**src/hw/rtu_pkg.sv**
```systemverilog
// modbus rtu transmit definitions
package rtu_pkg;

	localparam int MAX_PDU_SIZE = 16;	// pdu bytes in the buffer
	localparam int FRAME_OVERHEAD = 3;	// address + crc lo + crc hi
	localparam int PTR_WIDTH = 5;	// frame index 0 .. size + 2
	localparam logic [7:0] MAX_SLAVE_ADDR = 8'd247;	// 0 is broadcast, still valid

	localparam int BAUD_DIV_9600 = 16;	// clocks per bit
	localparam int BAUD_DIV_19200 = 8;
	localparam int BAUD_DIV_OPT1 = 4;
	localparam int BAUD_DIV_OPT2 = 2;
	localparam int BDWIDTH = $clog2(BAUD_DIV_9600 + 1);

	localparam int CHAR_BITS_X2 = 42;	// 12 bits/char * 3.5 chars
	localparam int SILENCE_WIDTH = $clog2(BAUD_DIV_9600 * CHAR_BITS_X2 + 1);
	localparam int DE_TIME = 10;	// driver settle, clocks

	localparam logic [15:0] CRC_INIT = 16'hffff;
	localparam logic [15:0] CRC_POLY = 16'ha001;	// reflected 0x8005

	localparam logic [1:0] REG_PDU_SIZE = 2'd0;
	localparam logic [1:0] REG_CONFIG = 2'd1;
	localparam logic [1:0] REG_SLAVE_ADDR = 2'd2;
	localparam logic [1:0] REG_CONTROL = 2'd3;

	typedef struct packed {
		logic [1:0] baud_code;	// 0 9600, 1 19200, 2 opt1, 3 opt2
		logic parity_ena;
		logic parity_odd;	// 0 even
		logic two_stop;
	} line_cfg_t;

	localparam line_cfg_t CONFIG_DEFAULT = '{
		baud_code: 2'd1,
		parity_ena: 1'b1,
		parity_odd: 1'b0,
		two_stop: 1'b0
	};
	localparam logic [7:0] ADDR_DEFAULT = 8'd1;

	// host write word, config layout or plain byte
	typedef union packed {
		struct packed {
			logic [20:0] pad_hi;
			logic two_stop;	// bit 10
			logic parity_odd;	// bit 9
			logic parity_ena;	// bit 8
			logic [5:0] pad_lo;
			logic [1:0] baud_code;	// bits 1:0
		} cfg;
		struct packed {
			logic [23:0] pad;	// must be zero for a valid value
			logic [7:0] value;
		} val;
	} cs_word_u;

	typedef enum logic {
		SEL_DRIVER,
		SEL_SILENCE
	} timer_sel_t;

	function automatic logic [BDWIDTH-1:0] baud_div(input logic [1:0] code);
		case (code)
			2'd0: return BDWIDTH'(BAUD_DIV_9600);
			2'd2: return BDWIDTH'(BAUD_DIV_OPT1);
			2'd3: return BDWIDTH'(BAUD_DIV_OPT2);
			default: return BDWIDTH'(BAUD_DIV_19200);
		endcase
	endfunction

endpackage

```
**src/hw/rtu_regs.sv**
```systemverilog
// host register file
`timescale 1ns/1ps
module rtu_regs (
	input logic clk,
	input logic reset,
	input logic [1:0] cs_addr,
	input logic cs_wr,
	input rtu_pkg::cs_word_u cs_wrd,
	input logic ready,
	output logic [31:0] cs_rdd,
	output rtu_pkg::line_cfg_t cfg,
	output logic [7:0] slave_addr,
	output logic [rtu_pkg::PTR_WIDTH-1:0] pdu_size,
	output logic send_req
);
	import rtu_pkg::*;

	logic wr_ok;	// writes only land while idle
	logic size_ok;
	logic addr_ok;
	cs_word_u rd_word;

	assign wr_ok = cs_wr && ready;
	assign size_ok = (cs_wrd.val.pad == '0) && (cs_wrd.val.value != 8'd0) &&
		(cs_wrd.val.value <= MAX_PDU_SIZE);	// 1 .. 16
	assign addr_ok = (cs_wrd.val.pad == '0) && (cs_wrd.val.value <= MAX_SLAVE_ADDR);
	assign send_req = wr_ok && (cs_addr == REG_CONTROL);	// data bits ignored

	always_ff @(posedge clk) begin
		if (reset) begin
			pdu_size <= PTR_WIDTH'(1);
			cfg <= CONFIG_DEFAULT;
			slave_addr <= ADDR_DEFAULT;
		end else if (wr_ok) begin
			if (cs_addr == REG_PDU_SIZE && size_ok)
				pdu_size <= PTR_WIDTH'(cs_wrd.val.value);
			if (cs_addr == REG_CONFIG) begin
				cfg.baud_code <= cs_wrd.cfg.baud_code;
				cfg.parity_ena <= cs_wrd.cfg.parity_ena;
				cfg.parity_odd <= cs_wrd.cfg.parity_odd;
				cfg.two_stop <= cs_wrd.cfg.two_stop;
			end
			if (cs_addr == REG_SLAVE_ADDR && addr_ok)
				slave_addr <= cs_wrd.val.value;
		end
	end

	always_comb begin
		rd_word = '0;
		case (cs_addr)
			REG_PDU_SIZE: rd_word.val.value = 8'(pdu_size);
			REG_CONFIG: begin
				rd_word.cfg.baud_code = cfg.baud_code;	// same layout as written
				rd_word.cfg.parity_ena = cfg.parity_ena;
				rd_word.cfg.parity_odd = cfg.parity_odd;
				rd_word.cfg.two_stop = cfg.two_stop;
			end
			REG_SLAVE_ADDR: rd_word.val.value = slave_addr;
			default: rd_word.val.value = {7'd0, ready};	// status, bit 0
		endcase
		cs_rdd = rd_word;
	end

endmodule

```
**src/hw/frame_buffer.sv**
```systemverilog
// frame byte store and transmit pointer
`timescale 1ns/1ps
module frame_buffer (
	input logic clk,
	input logic reset,
	input logic [1:0] pdu_addr,
	input logic pdu_wr,
	input logic [31:0] pdu_wrd,
	input logic [7:0] slave_addr,
	input logic [rtu_pkg::PTR_WIDTH-1:0] pdu_size,
	input logic crc_store,
	input logic [15:0] crc,
	input logic byte_next,
	input logic [rtu_pkg::PTR_WIDTH-1:0] crc_index,
	input logic ready,
	output logic [31:0] pdu_rdd,
	output logic [7:0] crc_byte,
	output logic [7:0] tx_byte,
	output logic last_byte
);
	import rtu_pkg::*;

	logic [MAX_PDU_SIZE/4-1:0][31:0] pdu_mem;	// four bytes per word, byte 0 low
	logic [15:0] crc_reg;
	logic [PTR_WIDTH-1:0] ptr;

	// frame view: addr, pdu, crc lo, crc hi
	function automatic logic [7:0] frame_byte(input logic [PTR_WIDTH-1:0] idx);
		logic [PTR_WIDTH-1:0] j;
		j = idx - 1'b1;	// pdu offset
		if (idx == '0)
			return slave_addr;
		else if (idx <= pdu_size)
			return pdu_mem[j[3:2]][8*j[1:0] +: 8];
		else if (idx == pdu_size + 1)
			return crc_reg[7:0];
		else
			return crc_reg[15:8];
	endfunction

	always_ff @(posedge clk) begin
		if (pdu_wr && ready)	// host locked out while busy
			pdu_mem[pdu_addr] <= pdu_wrd;
		if (crc_store)
			crc_reg <= crc;
	end

	always_ff @(posedge clk) begin
		if (reset || ready)
			ptr <= '0;	// rewinds before each frame
		else if (byte_next)
			ptr <= ptr + 1'b1;
	end

	assign pdu_rdd = pdu_mem[pdu_addr];
	assign last_byte = (ptr == pdu_size + 2);	// crc hi

	always_comb begin
		crc_byte = frame_byte(crc_index);
	end

	always_comb begin
		tx_byte = frame_byte(ptr);
	end

endmodule

```
**src/hw/crc16_engine.sv**
```systemverilog
// bit-serial modbus crc-16
`timescale 1ns/1ps
module crc16_engine (
	input logic clk,
	input logic reset,
	input logic crc_start,
	input logic [rtu_pkg::PTR_WIDTH-1:0] pdu_size,
	input logic [7:0] crc_byte,
	output logic [rtu_pkg::PTR_WIDTH-1:0] crc_index,
	output logic crc_done,
	output logic [15:0] crc
);
	import rtu_pkg::*;

	logic busy;
	logic [2:0] bit_cnt;	// lsb first within a byte
	logic feedback;
	logic last_bit;

	assign feedback = crc[0] ^ crc_byte[bit_cnt];
	assign last_bit = (crc_index == pdu_size) && (bit_cnt == 3'd7);	// addr + pdu done

	always_ff @(posedge clk) begin
		if (reset) begin
			busy <= 1'b0;
			crc_done <= 1'b0;
			crc_index <= '0;
			bit_cnt <= '0;
		end else begin
			crc_done <= busy && last_bit;
			if (crc_start) begin
				busy <= 1'b1;
				crc_index <= '0;	// start at address byte
				bit_cnt <= '0;
			end else if (busy) begin
				bit_cnt <= bit_cnt + 1'b1;	// wraps to 0 per byte
				if (bit_cnt == 3'd7)
					crc_index <= crc_index + 1'b1;
				if (last_bit)
					busy <= 1'b0;
			end
		end
	end

	always_ff @(posedge clk) begin
		if (crc_start)
			crc <= CRC_INIT;
		else if (busy)
			crc <= {1'b0, crc[15:1]} ^ (feedback ? CRC_POLY : 16'h0000);
	end

endmodule

```
**src/hw/rtu_timer.sv**
```systemverilog
// driver settle and t3.5 timer
`timescale 1ns/1ps
module rtu_timer (
	input logic clk,
	input logic reset,
	input logic timer_run,
	input rtu_pkg::timer_sel_t timer_sel,
	input rtu_pkg::line_cfg_t cfg,
	output logic expired
);
	import rtu_pkg::*;

	logic [SILENCE_WIDTH-1:0] count;
	logic [SILENCE_WIDTH-1:0] limit;

	always_comb begin
		if (timer_sel == SEL_DRIVER)
			limit = SILENCE_WIDTH'(DE_TIME);
		else
			limit = SILENCE_WIDTH'(baud_div(cfg.baud_code) * CHAR_BITS_X2);	// 3.5 chars
	end

	always_ff @(posedge clk) begin
		if (reset || !timer_run)
			count <= '0;	// held clear between intervals
		else
			count <= count + 1'b1;
	end

	assign expired = (count == limit);

endmodule

```
**src/hw/rtu_master_fsm.sv**
```systemverilog
// master transmit sequencer
`timescale 1ns/1ps
module rtu_master_fsm (
	input logic clk,
	input logic reset,
	input logic send_req,
	input logic crc_done,
	input logic expired,
	input logic tx_ready,
	input logic last_byte,
	output logic ready,
	output logic oe,
	output logic crc_start,
	output logic crc_store,
	output logic timer_run,
	output rtu_pkg::timer_sel_t timer_sel,
	output logic tx_valid,
	output logic byte_next
);
	import rtu_pkg::*;

	typedef enum logic [2:0] {
		IDLE,
		CRC_GEN,
		DRIVER_ON,
		SEND,
		SILENCE
	} state_t;

	state_t state;
	state_t state_next;
	logic all_sent;	// crc hi handed to the uart

	always_comb begin
		state_next = state;
		case (state)
			IDLE: if (send_req) state_next = CRC_GEN;
			CRC_GEN: if (crc_done) state_next = DRIVER_ON;
			DRIVER_ON: if (expired) state_next = SEND;	// first char goes now
			SEND: if (all_sent && tx_ready) state_next = SILENCE;	// last stop bit ends
			SILENCE: if (expired) state_next = IDLE;
			default: state_next = IDLE;
		endcase
	end

	always_ff @(posedge clk) begin
		if (reset) begin
			state <= IDLE;
			crc_start <= 1'b0;
			all_sent <= 1'b0;
		end else begin
			state <= state_next;
			crc_start <= (state == IDLE) && send_req;	// one cycle after request
			if (byte_next && last_byte)
				all_sent <= 1'b1;
			else if (state == IDLE)
				all_sent <= 1'b0;
		end
	end

	assign ready = (state == IDLE);
	assign oe = (state == DRIVER_ON) || (state == SEND);
	assign crc_store = (state == CRC_GEN) && crc_done;
	assign timer_run = (state == DRIVER_ON) || (state == SILENCE);
	assign timer_sel = (state == SILENCE) ? SEL_SILENCE : SEL_DRIVER;
	assign tx_valid = ((state == SEND) && !all_sent) || ((state == DRIVER_ON) && expired);
	assign byte_next = tx_valid && tx_ready;	// char accepted

endmodule

```
**src/hw/uart_tx.sv**
```systemverilog
// uart character transmitter
`timescale 1ns/1ps
module uart_tx (
	input logic clk,
	input logic reset,
	input rtu_pkg::line_cfg_t cfg,
	input logic [7:0] tx_byte,
	input logic tx_valid,
	output logic tx_ready,
	output logic txd
);
	import rtu_pkg::*;

	logic busy;
	logic [11:0] shift;	// start, data, parity/stop, stop
	logic [3:0] bit_cnt;
	logic [BDWIDTH-1:0] div_cnt;
	logic [BDWIDTH-1:0] divisor;
	logic [3:0] char_bits;	// 10 .. 12
	logic parity_bit;
	logic bit_end;
	logic char_end;
	logic load;

	assign divisor = baud_div(cfg.baud_code);
	assign char_bits = 4'd10 + 4'(cfg.parity_ena) + 4'(cfg.two_stop);
	assign parity_bit = (^tx_byte) ^ cfg.parity_odd;	// even makes total ones even
	assign bit_end = (div_cnt == divisor - 1'b1);
	assign char_end = busy && bit_end && (bit_cnt == char_bits - 1'b1);
	assign tx_ready = !busy || char_end;	// back to back on the last stop clock
	assign load = tx_valid && tx_ready;
	assign txd = busy ? shift[0] : 1'b1;	// line idles high

	always_ff @(posedge clk) begin
		if (reset) begin
			busy <= 1'b0;
			div_cnt <= '0;
			bit_cnt <= '0;
		end else if (load) begin
			busy <= 1'b1;
			div_cnt <= '0;
			bit_cnt <= '0;
		end else if (char_end) begin
			busy <= 1'b0;
		end else if (busy) begin
			if (bit_end) begin
				div_cnt <= '0;
				bit_cnt <= bit_cnt + 1'b1;
			end else begin
				div_cnt <= div_cnt + 1'b1;
			end
		end
	end

	always_ff @(posedge clk) begin
		if (load)
			shift <= {2'b11, cfg.parity_ena ? parity_bit : 1'b1, tx_byte, 1'b0};
		else if (busy && bit_end)
			shift <= {1'b1, shift[11:1]};	// fill with stop level
	end

endmodule

```
**src/hw/rtu_tx_master.sv**
```systemverilog
// modbus rtu transmit master
`timescale 1ns/1ps
module rtu_tx_master (
	input logic clk,
	input logic reset,
	input logic [1:0] cs_addr,
	input logic cs_wr,
	input logic [31:0] cs_wrd,
	output logic [31:0] cs_rdd,
	input logic [1:0] pdu_addr,
	input logic pdu_wr,
	input logic [31:0] pdu_wrd,
	output logic [31:0] pdu_rdd,
	output logic txd,
	output logic oe
);
	import rtu_pkg::*;

	line_cfg_t cfg;
	logic [7:0] slave_addr;
	logic [PTR_WIDTH-1:0] pdu_size;
	logic send_req;
	logic ready;	// also seen by the bound checks
	logic crc_start;
	logic crc_done;
	logic crc_store;
	logic [15:0] crc;
	logic [PTR_WIDTH-1:0] crc_index;
	logic [7:0] crc_byte;
	logic timer_run;
	timer_sel_t timer_sel;
	logic expired;
	logic tx_valid;
	logic tx_ready;
	logic byte_next;
	logic last_byte;
	logic [7:0] tx_byte;

	rtu_regs regs_inst (
		.clk(clk), .reset(reset),
		.cs_addr(cs_addr), .cs_wr(cs_wr), .cs_wrd(cs_wrd),	// raw word into union port
		.ready(ready), .cs_rdd(cs_rdd), .cfg(cfg),
		.slave_addr(slave_addr), .pdu_size(pdu_size), .send_req(send_req)
	);

	frame_buffer buf_inst (
		.clk(clk), .reset(reset),
		.pdu_addr(pdu_addr), .pdu_wr(pdu_wr), .pdu_wrd(pdu_wrd),
		.slave_addr(slave_addr), .pdu_size(pdu_size),
		.crc_store(crc_store), .crc(crc), .byte_next(byte_next),
		.crc_index(crc_index), .ready(ready), .pdu_rdd(pdu_rdd),
		.crc_byte(crc_byte), .tx_byte(tx_byte), .last_byte(last_byte)
	);

	crc16_engine crc_inst (
		.clk(clk), .reset(reset), .crc_start(crc_start), .pdu_size(pdu_size),
		.crc_byte(crc_byte), .crc_index(crc_index), .crc_done(crc_done), .crc(crc)
	);

	rtu_timer timer_inst (
		.clk(clk), .reset(reset), .timer_run(timer_run),
		.timer_sel(timer_sel), .cfg(cfg), .expired(expired)
	);

	rtu_master_fsm fsm_inst (
		.clk(clk), .reset(reset), .send_req(send_req), .crc_done(crc_done),
		.expired(expired), .tx_ready(tx_ready), .last_byte(last_byte),
		.ready(ready), .oe(oe), .crc_start(crc_start), .crc_store(crc_store),
		.timer_run(timer_run), .timer_sel(timer_sel),
		.tx_valid(tx_valid), .byte_next(byte_next)
	);

	uart_tx uart_inst (
		.clk(clk), .reset(reset), .cfg(cfg), .tx_byte(tx_byte),
		.tx_valid(tx_valid), .tx_ready(tx_ready), .txd(txd)
	);

endmodule

```
**config.mk**
```make
export PLATFORM = sky130hd
export DESIGN_NAME = rtu_tx_master
export DESIGN_NICKNAME = d
export VERILOG_FILES = /design/src/hw/rtu_pkg.sv /design/src/hw/rtu_regs.sv /design/src/hw/frame_buffer.sv /design/src/hw/crc16_engine.sv /design/src/hw/rtu_timer.sv /design/src/hw/rtu_master_fsm.sv /design/src/hw/uart_tx.sv /design/src/hw/rtu_tx_master.sv
export SDC_FILE = /design/constraint.sdc
export NUM_CORES = 1
export LEC_CHECK = 0
export BUFFER_PORTS_ARGS = -buffer_cell sky130_fd_sc_hd__buf_4
export CELL_PAD_IN_SITES_DETAIL_PLACEMENT = 0
export CELL_PAD_IN_SITES_GLOBAL_PLACEMENT = 2
export CORE_MARGIN = 2
export CORE_UTILIZATION = 25
export DETAILED_ROUTE_END_ITERATION = 8
export PLACE_DENSITY_LB_ADDON = 0.1
export SETUP_SLACK_MARGIN = 0.15
export SYNTH_ARGS = -nofsm -noshare
export SYNTH_HDL_FRONTEND = slang
export SYNTH_SLANG_ARGS = --single-unit
```
**constraint.sdc**
```tcl
create_clock -name clk -period 9.15 [get_ports clk]
set_input_delay 0 -clock clk [delete_from_list [all_inputs] [get_ports clk]]
set_output_delay 0 -clock clk [all_outputs]
set_load 0.02 [all_outputs]
```
== Yosys cells after proc, flatten, opt, wreduce, memory -nomap -nowiden ==
Index checks and enable logic that the tools add are counted.
Storage, ports and cells
  bits in registers: 228
  output and inout bits: 66
  input bits: 72
  logic and storage cells: 170
Cells by class
  add/sub/neg operators: 14
  magnitude comparators: 9
  shifts and indexed selects: 2
  multiply operators: 1
  mux-type cells: 43
  bitwise operators: 4
  reductions and logical operators: 49
  eq/ne operators: 22
Operators with widths (count)
  binary-select mux 32 bit (select 2 bit): 3
  bitwise mux 128 bit: 1
  2-to-1 mux 32 bit: 4
  demux 32 bit (select 2 bit): 1
  indexed part select 32 x 6 -> 8 bit: 2
  2-to-1 mux 8 bit: 6
  2-to-1 mux 10 bit: 3
  zero test 24 bit: 1
  logical AND 1 bit: 20
  == test 5 x 6 -> 1 bit: 3
  2-to-1 mux 3 bit: 6
  2-to-1 mux 16 bit: 1
  XOR 15 x 16 -> 16 bit: 1
  adder 5 x 1 -> 5 bit, second input constant: 3
  case mux 3 bit (5 select lines): 1
  case mux 5 bit (3 select lines): 1
  case mux 6 bit (2 select lines): 1
  subtractor 4 x 1 -> 4 bit, second input constant: 3
  2-to-1 mux 1 bit: 11
  adder 10 x 1 -> 10 bit, second input constant: 1
  == test 10 bit: 1
  == test 5 bit: 2
  <= comparator 5 bit: 2
  zero test 5 bit: 2
  other kinds (37): 64

== Depth between registers and ports, before layout ==
  depth after elaboration: 11
  gate-level depth with buffers: 18
  depth with buffers taken out: 16

== Cells and area by module ==
From an unflattened synthesis, not the netlist that was laid out.
Unflattened totals
  cells, all modules: 1038
  area, all modules: 13186.4 um^2
Modules (own cells, without submodules)
  frame_buffer: instances 1, cells an instance 566, area each 8663.3 um^2, sequential area each 4424.2 um^2
  uart_tx: instances 1, cells an instance 106, area each 1174.9 um^2, sequential area each 490.5 um^2
  rtu_regs: instances 1, cells an instance 129, area each 1169.9 um^2, sequential area each 360.3 um^2
  crc16_engine: instances 1, cells an instance 115, area each 1153.6 um^2, sequential area each 520.5 um^2
  rtu_timer: instances 1, cells an instance 83, area each 693.2 um^2, sequential area each 200.2 um^2
  rtu_master_fsm: instances 1, cells an instance 39, area each 331.6 um^2, sequential area each 100.1 um^2

== Least setup slack after synthesis ==
Ideal clock, no wire load.
  path type: input-to-reg
  start: input port pdu_addr[0]
  end: register buf_inst.pdu_mem[32] (netlist name) (enable)
  data arrival time: 3.708 ns
  path slack: 4.974 ns
  buffers on the path: 3
  stages on the path: 4
  setup time: 0.468 ns
  data required time: 8.682 ns
  path through: clkbuf_1 buf_1 clkbuf_1 nor3b_1
RTL lines
  start: declaration: line rtu_tx_master.sv:10  | input logic [1:0] pdu_addr,
  end signal: indexed assignment: line frame_buffer.sv:43  | pdu_mem[pdu_addr] <= pdu_wrd;
  end: declaration: line frame_buffer.sv:23  | logic [MAX_PDU_SIZE/4-1:0][31:0] pdu_mem;

== Worst setup path after layout ==
  start: register crc_inst.crc_index[0] (netlist name)
  end: register crc_inst.crc[0]
Between the ends
  cells in the longest elaborated chain, start to end: 11
  elaborated cells between the ends (all ways): 15
  those cells by class: add/sub: 1; order compare: 1; eq/ne: 1; shift: 1; mux: 8; bitwise: 2; reduce/logical: 1
Ends and longest elaborated chain
  start: declaration: line crc16_engine.sv:9  | output logic [rtu_pkg::PTR_WIDTH-1:0] crc_index,
  start signal: assignment: line crc16_engine.sv:38  | crc_index <= crc_index + 1'b1;
  subtractor 4 x 1 -> 4 bit: line frame_buffer.sv:30  | j = idx - 1'b1;
  binary-select mux 32 bit (select 2 bit): line frame_buffer.sv:34  | return pdu_mem[j[3:2]][8*j[1:0] +: 8];
  2-to-1 mux 32 bit (implied by the code): line frame_buffer.sv:34
  indexed part select 32 x 6 -> 8 bit: line frame_buffer.sv:34
  2-to-1 mux 8 bit: line frame_buffer.sv:33  | else if (idx <= pdu_size)
  2-to-1 mux 8 bit (*): line frame_buffer.sv:31  | if (idx == '0)
  binary-select mux 1 bit (select 3 bit) (*): line crc16_engine.sv:20  | assign feedback = crc[0] ^ crc_byte[bit_cnt];
  2-to-1 mux 1 bit (implied by the code) (*): line crc16_engine.sv:20
  XOR 1 bit (*): line crc16_engine.sv:20
  2-to-1 mux 16 bit (*): line crc16_engine.sv:49  | crc <= {1'b0, crc[15:1]} ^ (feedback ? CRC_POLY : 16'h0000);
  XOR 15 x 16 -> 16 bit (*): line crc16_engine.sv:49
  end signal: assignment: line crc16_engine.sv:49
  end: declaration: line crc16_engine.sv:11  | output logic [15:0] crc
Mark *: on every way between the ends. The rest lies on a longest branch, timed or not. The select of a mux whose other input is x is not followed.
A chain may end at the register's enable or synchronous reset.

==> run summary <==
RUN STATUS
--------------------------------------------------------------------------------------
Status                                                                       completed

LOGIC SYNTHESIS
--------------------------------------------------------------------------------------
Share of synthesized registers carrying an async set or reset                       0%
Multiplexer area fraction after synthesis                                       21.70%
Number of flops mapped to enable cells by yosys                                    153
Predominant post-synthesis flop cell                                          edfxtp_1
Synthesized-area fraction occupied by and/or/nand/nor cells                     12.00%
Synthesized-area fraction occupied by xor and xnor cells                        4.252%
Portion of the post-synthesis area used by sequential elements                  46.04%
#FFs+latches synth                                                                 228
Number of distinct standard cells referenced by the synthesized netlist             90
Main combinational cell family by area after synthesis                    multiplexers
Total standard cell area after synthesis                                  0.01324 sq mm
Yosys Warn Count                                                                     0
Compound-gate portion of the synthesized area                                   8.618%
Avg Cell Area, Syn                                                         12.24 sq um
Synth Instances                                                                   1082
Adder-cell share of the synthesized area                                        2.702%

CLOCK NETWORK
--------------------------------------------------------------------------------------
Post-cts sizing count                                                                0
Total CTS buffers                                                                   30
Clock root buffer                                                            clkbuf_16
Number of H-tree branching levels                                                    1
Clk Latency, worst-skew pair                                                    580 ps
Largest buffer count on any clock path                                               3
Post-CTS setup buffer count                                                          0
CTS clock-pin slew for the worst setup and hold paths                            60 ps
Number of clock sinks                                                              228
TritonCTS clock tree                                                             built

ROUTING
--------------------------------------------------------------------------------------
Routed met3 length                                                             1650 um
Top layer used by detailed routing                                                met4
Total detailed-routing wirelength                                             43620 um
Final antenna-violating net count                                                    0
Number of remaining DRC errors                                                       0
Routed wl met2                                                                20840 um
Number of DRC markers after the initial detailed-route iteration                   594
Count of TritonRoute iterations in the first routing pass                            5
Via total after detailed routing                                                  9539
Via density per instance                                                         4.904
Wl on met1                                                                    20490 um
Average wire length per cell after detail routing                             22.43 um

TIMING
--------------------------------------------------------------------------------------
Final Hold Viols                                                                     0
Final critical-path setup slack                                                4414 ps
Slew at the pin closest to its max-slew limit                                  1251 ps
Worst hold margin                                                             105.6 ps
Worst clock skew                                                              28.59 ps
Maximum clock frequency                                                      211.2 MHz
Shortest clock period the worst path allows after layout                       4736 ps
Final TNS setup                                                                   0 ps
Count of final max-slew check failures                                               0
Final setup violation count                                                          0
Share of the cycle needed by the critical path after routing                    51.76%
Rel. slew slack                                                                 16.34%
RSZ-0062 raised after global routing                                             false

DIE
--------------------------------------------------------------------------------------
DIE WIDTH                                                                     234.1 um
Die area                                                                  0.05482 sq mm
Die boundary height                                                           234.1 um
Total core area                                                           0.05245 sq mm
Number of placement rows                                                            84
Effective utilization at floorplan                                              25.25%
Number of top-level pins                                                           138

CRITICAL PATH
--------------------------------------------------------------------------------------
Worst reg2reg startpoint                                                  crc_inst.crc_index[0]
Number of cells on the worst reg-to-reg path                                        12
R2R setup slack                                                                4410 ps
WS Path Type                                                                reg -> reg
Biggest fanout along the worst timing path                                          33
Worst reg2reg endpoint                                                    crc_inst.crc[0]
Arr. time, crit path                                                           5170 ps
Kind of end point of the critical path                                       flip-flop
Crit path required time                                                        9580 ps
Nature of the critical path startpoint                                       flip-flop

WORST HOLD PATH
--------------------------------------------------------------------------------------
Hold path cells                                                                      7
Endpoint of the worst hold-timing path                                    regs_inst.pdu_size[1]
Startpoint of the lowest-slack hold path                                    cs_wrd[18]
Worst hold path class                                                        in -> reg

CELLS AND AREA
--------------------------------------------------------------------------------------
Leading cell type in the layout, fill and taps excluded                       edfxtp_1
Share of final-layout standard cells stronger than drive strength 1             24.50%
Max reg flops                                                                      128
Net count of the finished layout                                                  1334
Diode insertion count for antenna repair                                             0
Area growth from synthesis to layout                                            22.56%
Commonest non-fill, non-tap cells in the layout                           edfxtp_1 (153), buf_4 (133), nor2_1 (83), nand2_1 (83), mux4_2 (83)

GLOBAL ROUTING
--------------------------------------------------------------------------------------
Vias in the first global route                                                    9647
Initial antenna violation count                                                      0
Overall fraction of global-route tracks in use                                  15.88%
Global-route wire length before repair                                        64760 um
Largest net degree at the start of global routing                                   59
Remaining global-route overflow                                                      0

POWER
--------------------------------------------------------------------------------------
Total design power                                                          0.002584 W
Power density of the placed cells                                         159.2 mW/mm^2
Leak pwr                                                                      5.539 nW
Peak ir drop on the vdd network                                               88.63 uV

PLACED DESIGN
--------------------------------------------------------------------------------------
Count of input and output buffers                                                  116
Worst slack at placement                                                       4453 ps
RePlAce Congestion                                                              0.7700
Detailed Place HPWL                                                           31380 um

JOB
--------------------------------------------------------------------------------------
Max-cap violations                                                                   0

[critical path: stages, from the launching register on]
cell and delay (ps):
dfxtp_1 300, buf_4 240, inv_1 260, ha_1 770, nor2b_1 330, nand2b_1 640
mux4_2 590, mux4_2 510, a31oi_1 180, a21oi_1 60, o32a_2 270, nor4b_1 320
nor4b_1 90
[synthesized netlist by cell type, drive strengths merged (14+ instances only)]
cell / n / area, sq um
dfxtp: 75 / 1501
buf: 56 / 372.8
nand4: 14 / 87.58
mux2i: 77 / 770.7
edfxtp: 153 / 4594
clkbuf: 33 / 143.9
nor4: 15 / 108.9
a21oi: 33 / 168.9
mux2: 16 / 180.2
nor2: 84 / 322.8
o21ai: 33 / 165.2
nor3: 17 / 96.35
inv: 27 / 101.4
o22ai: 14 / 87.58
nand2: 83 / 311.6
mux4: 85 / 1922
ha: 27 / 337.8
xor2: 26 / 227.7
nor2b: 18 / 112.6
nand3: 20 / 100.1
xnor2: 24 / 244.0
[per-layer routing]
metal | global-route usage (%) | up-vias
met4 | 3.283 | 0
met1 | 22.15 | 4883
met2 | 26.20 | 181
met3 | 2.213 | 39
li1 | - | 4436
met5 | 0 | -
[through the flow]
step	util [%]	instance area [sq um]	std cells
3_3_place_gp	28.01	14690	1834
2_1_floorplan	-	13320	1102
5_1_grt	30.95	16230	1945
4_1_cts	30.95	16230	1945
6_report	30.95	16230	1945
3_5_place_dp	28.01	14690	1834
[where the power goes]
group / leakage [nW] / switching, W / internal [W]
combinational: 3.08 / 0.000117 / 0.000114
clock: 0.477 / 0.000463 / 0.000693
sequential: 1.99 / 0.0000414 / 0.00116
total: 5.54 / 0.000621 / 0.00196
[logic make-up after synthesis]
logic type | count (synthesis)
buffers and inverters | 116
other | 1
flip-flops | 228
XOR/XNOR | 54
AND/OR/NAND/NOR | 311
multiplexers | 178
AO/OA/AOI/OAI | 166
adder cells (fa/ha/maj) | 28
[what timing repair did]
action / 4_1_cts / 5_1_grt
hold buffers: 56 / 0
endpoints found under the hold margin: 153 / 0
setup endpoints to repair: 0 / 0
[final cells by class]
type	count	area (sq um)
inverters	27	101.3
flip-flops and latches	228	6097
well taps	688	860.8
clock inverters	13	102.6
multi-input cells	758	6631
clock buffers	42	877.1
repair buffers	189	1559
fillers	5331	36220
[worst max path at each step]
stage	start	to	cells past startpoint
floorplan	pdu_addr[0]	buf_inst.pdu_mem[32]	4
global placement	crc_inst.crc_index[0]	crc_inst.crc[0]	12
detailed placement	crc_inst.crc_index[0]	crc_inst.crc[0]	12
CTS	crc_inst.crc_index[0]	crc_inst.crc[0]	12
global route	crc_inst.crc_index[0]	crc_inst.crc[0]	12
finish	crc_inst.crc_index[0]	crc_inst.crc[0]	12
No activity file was read; power rests on OpenSTA's default activity.
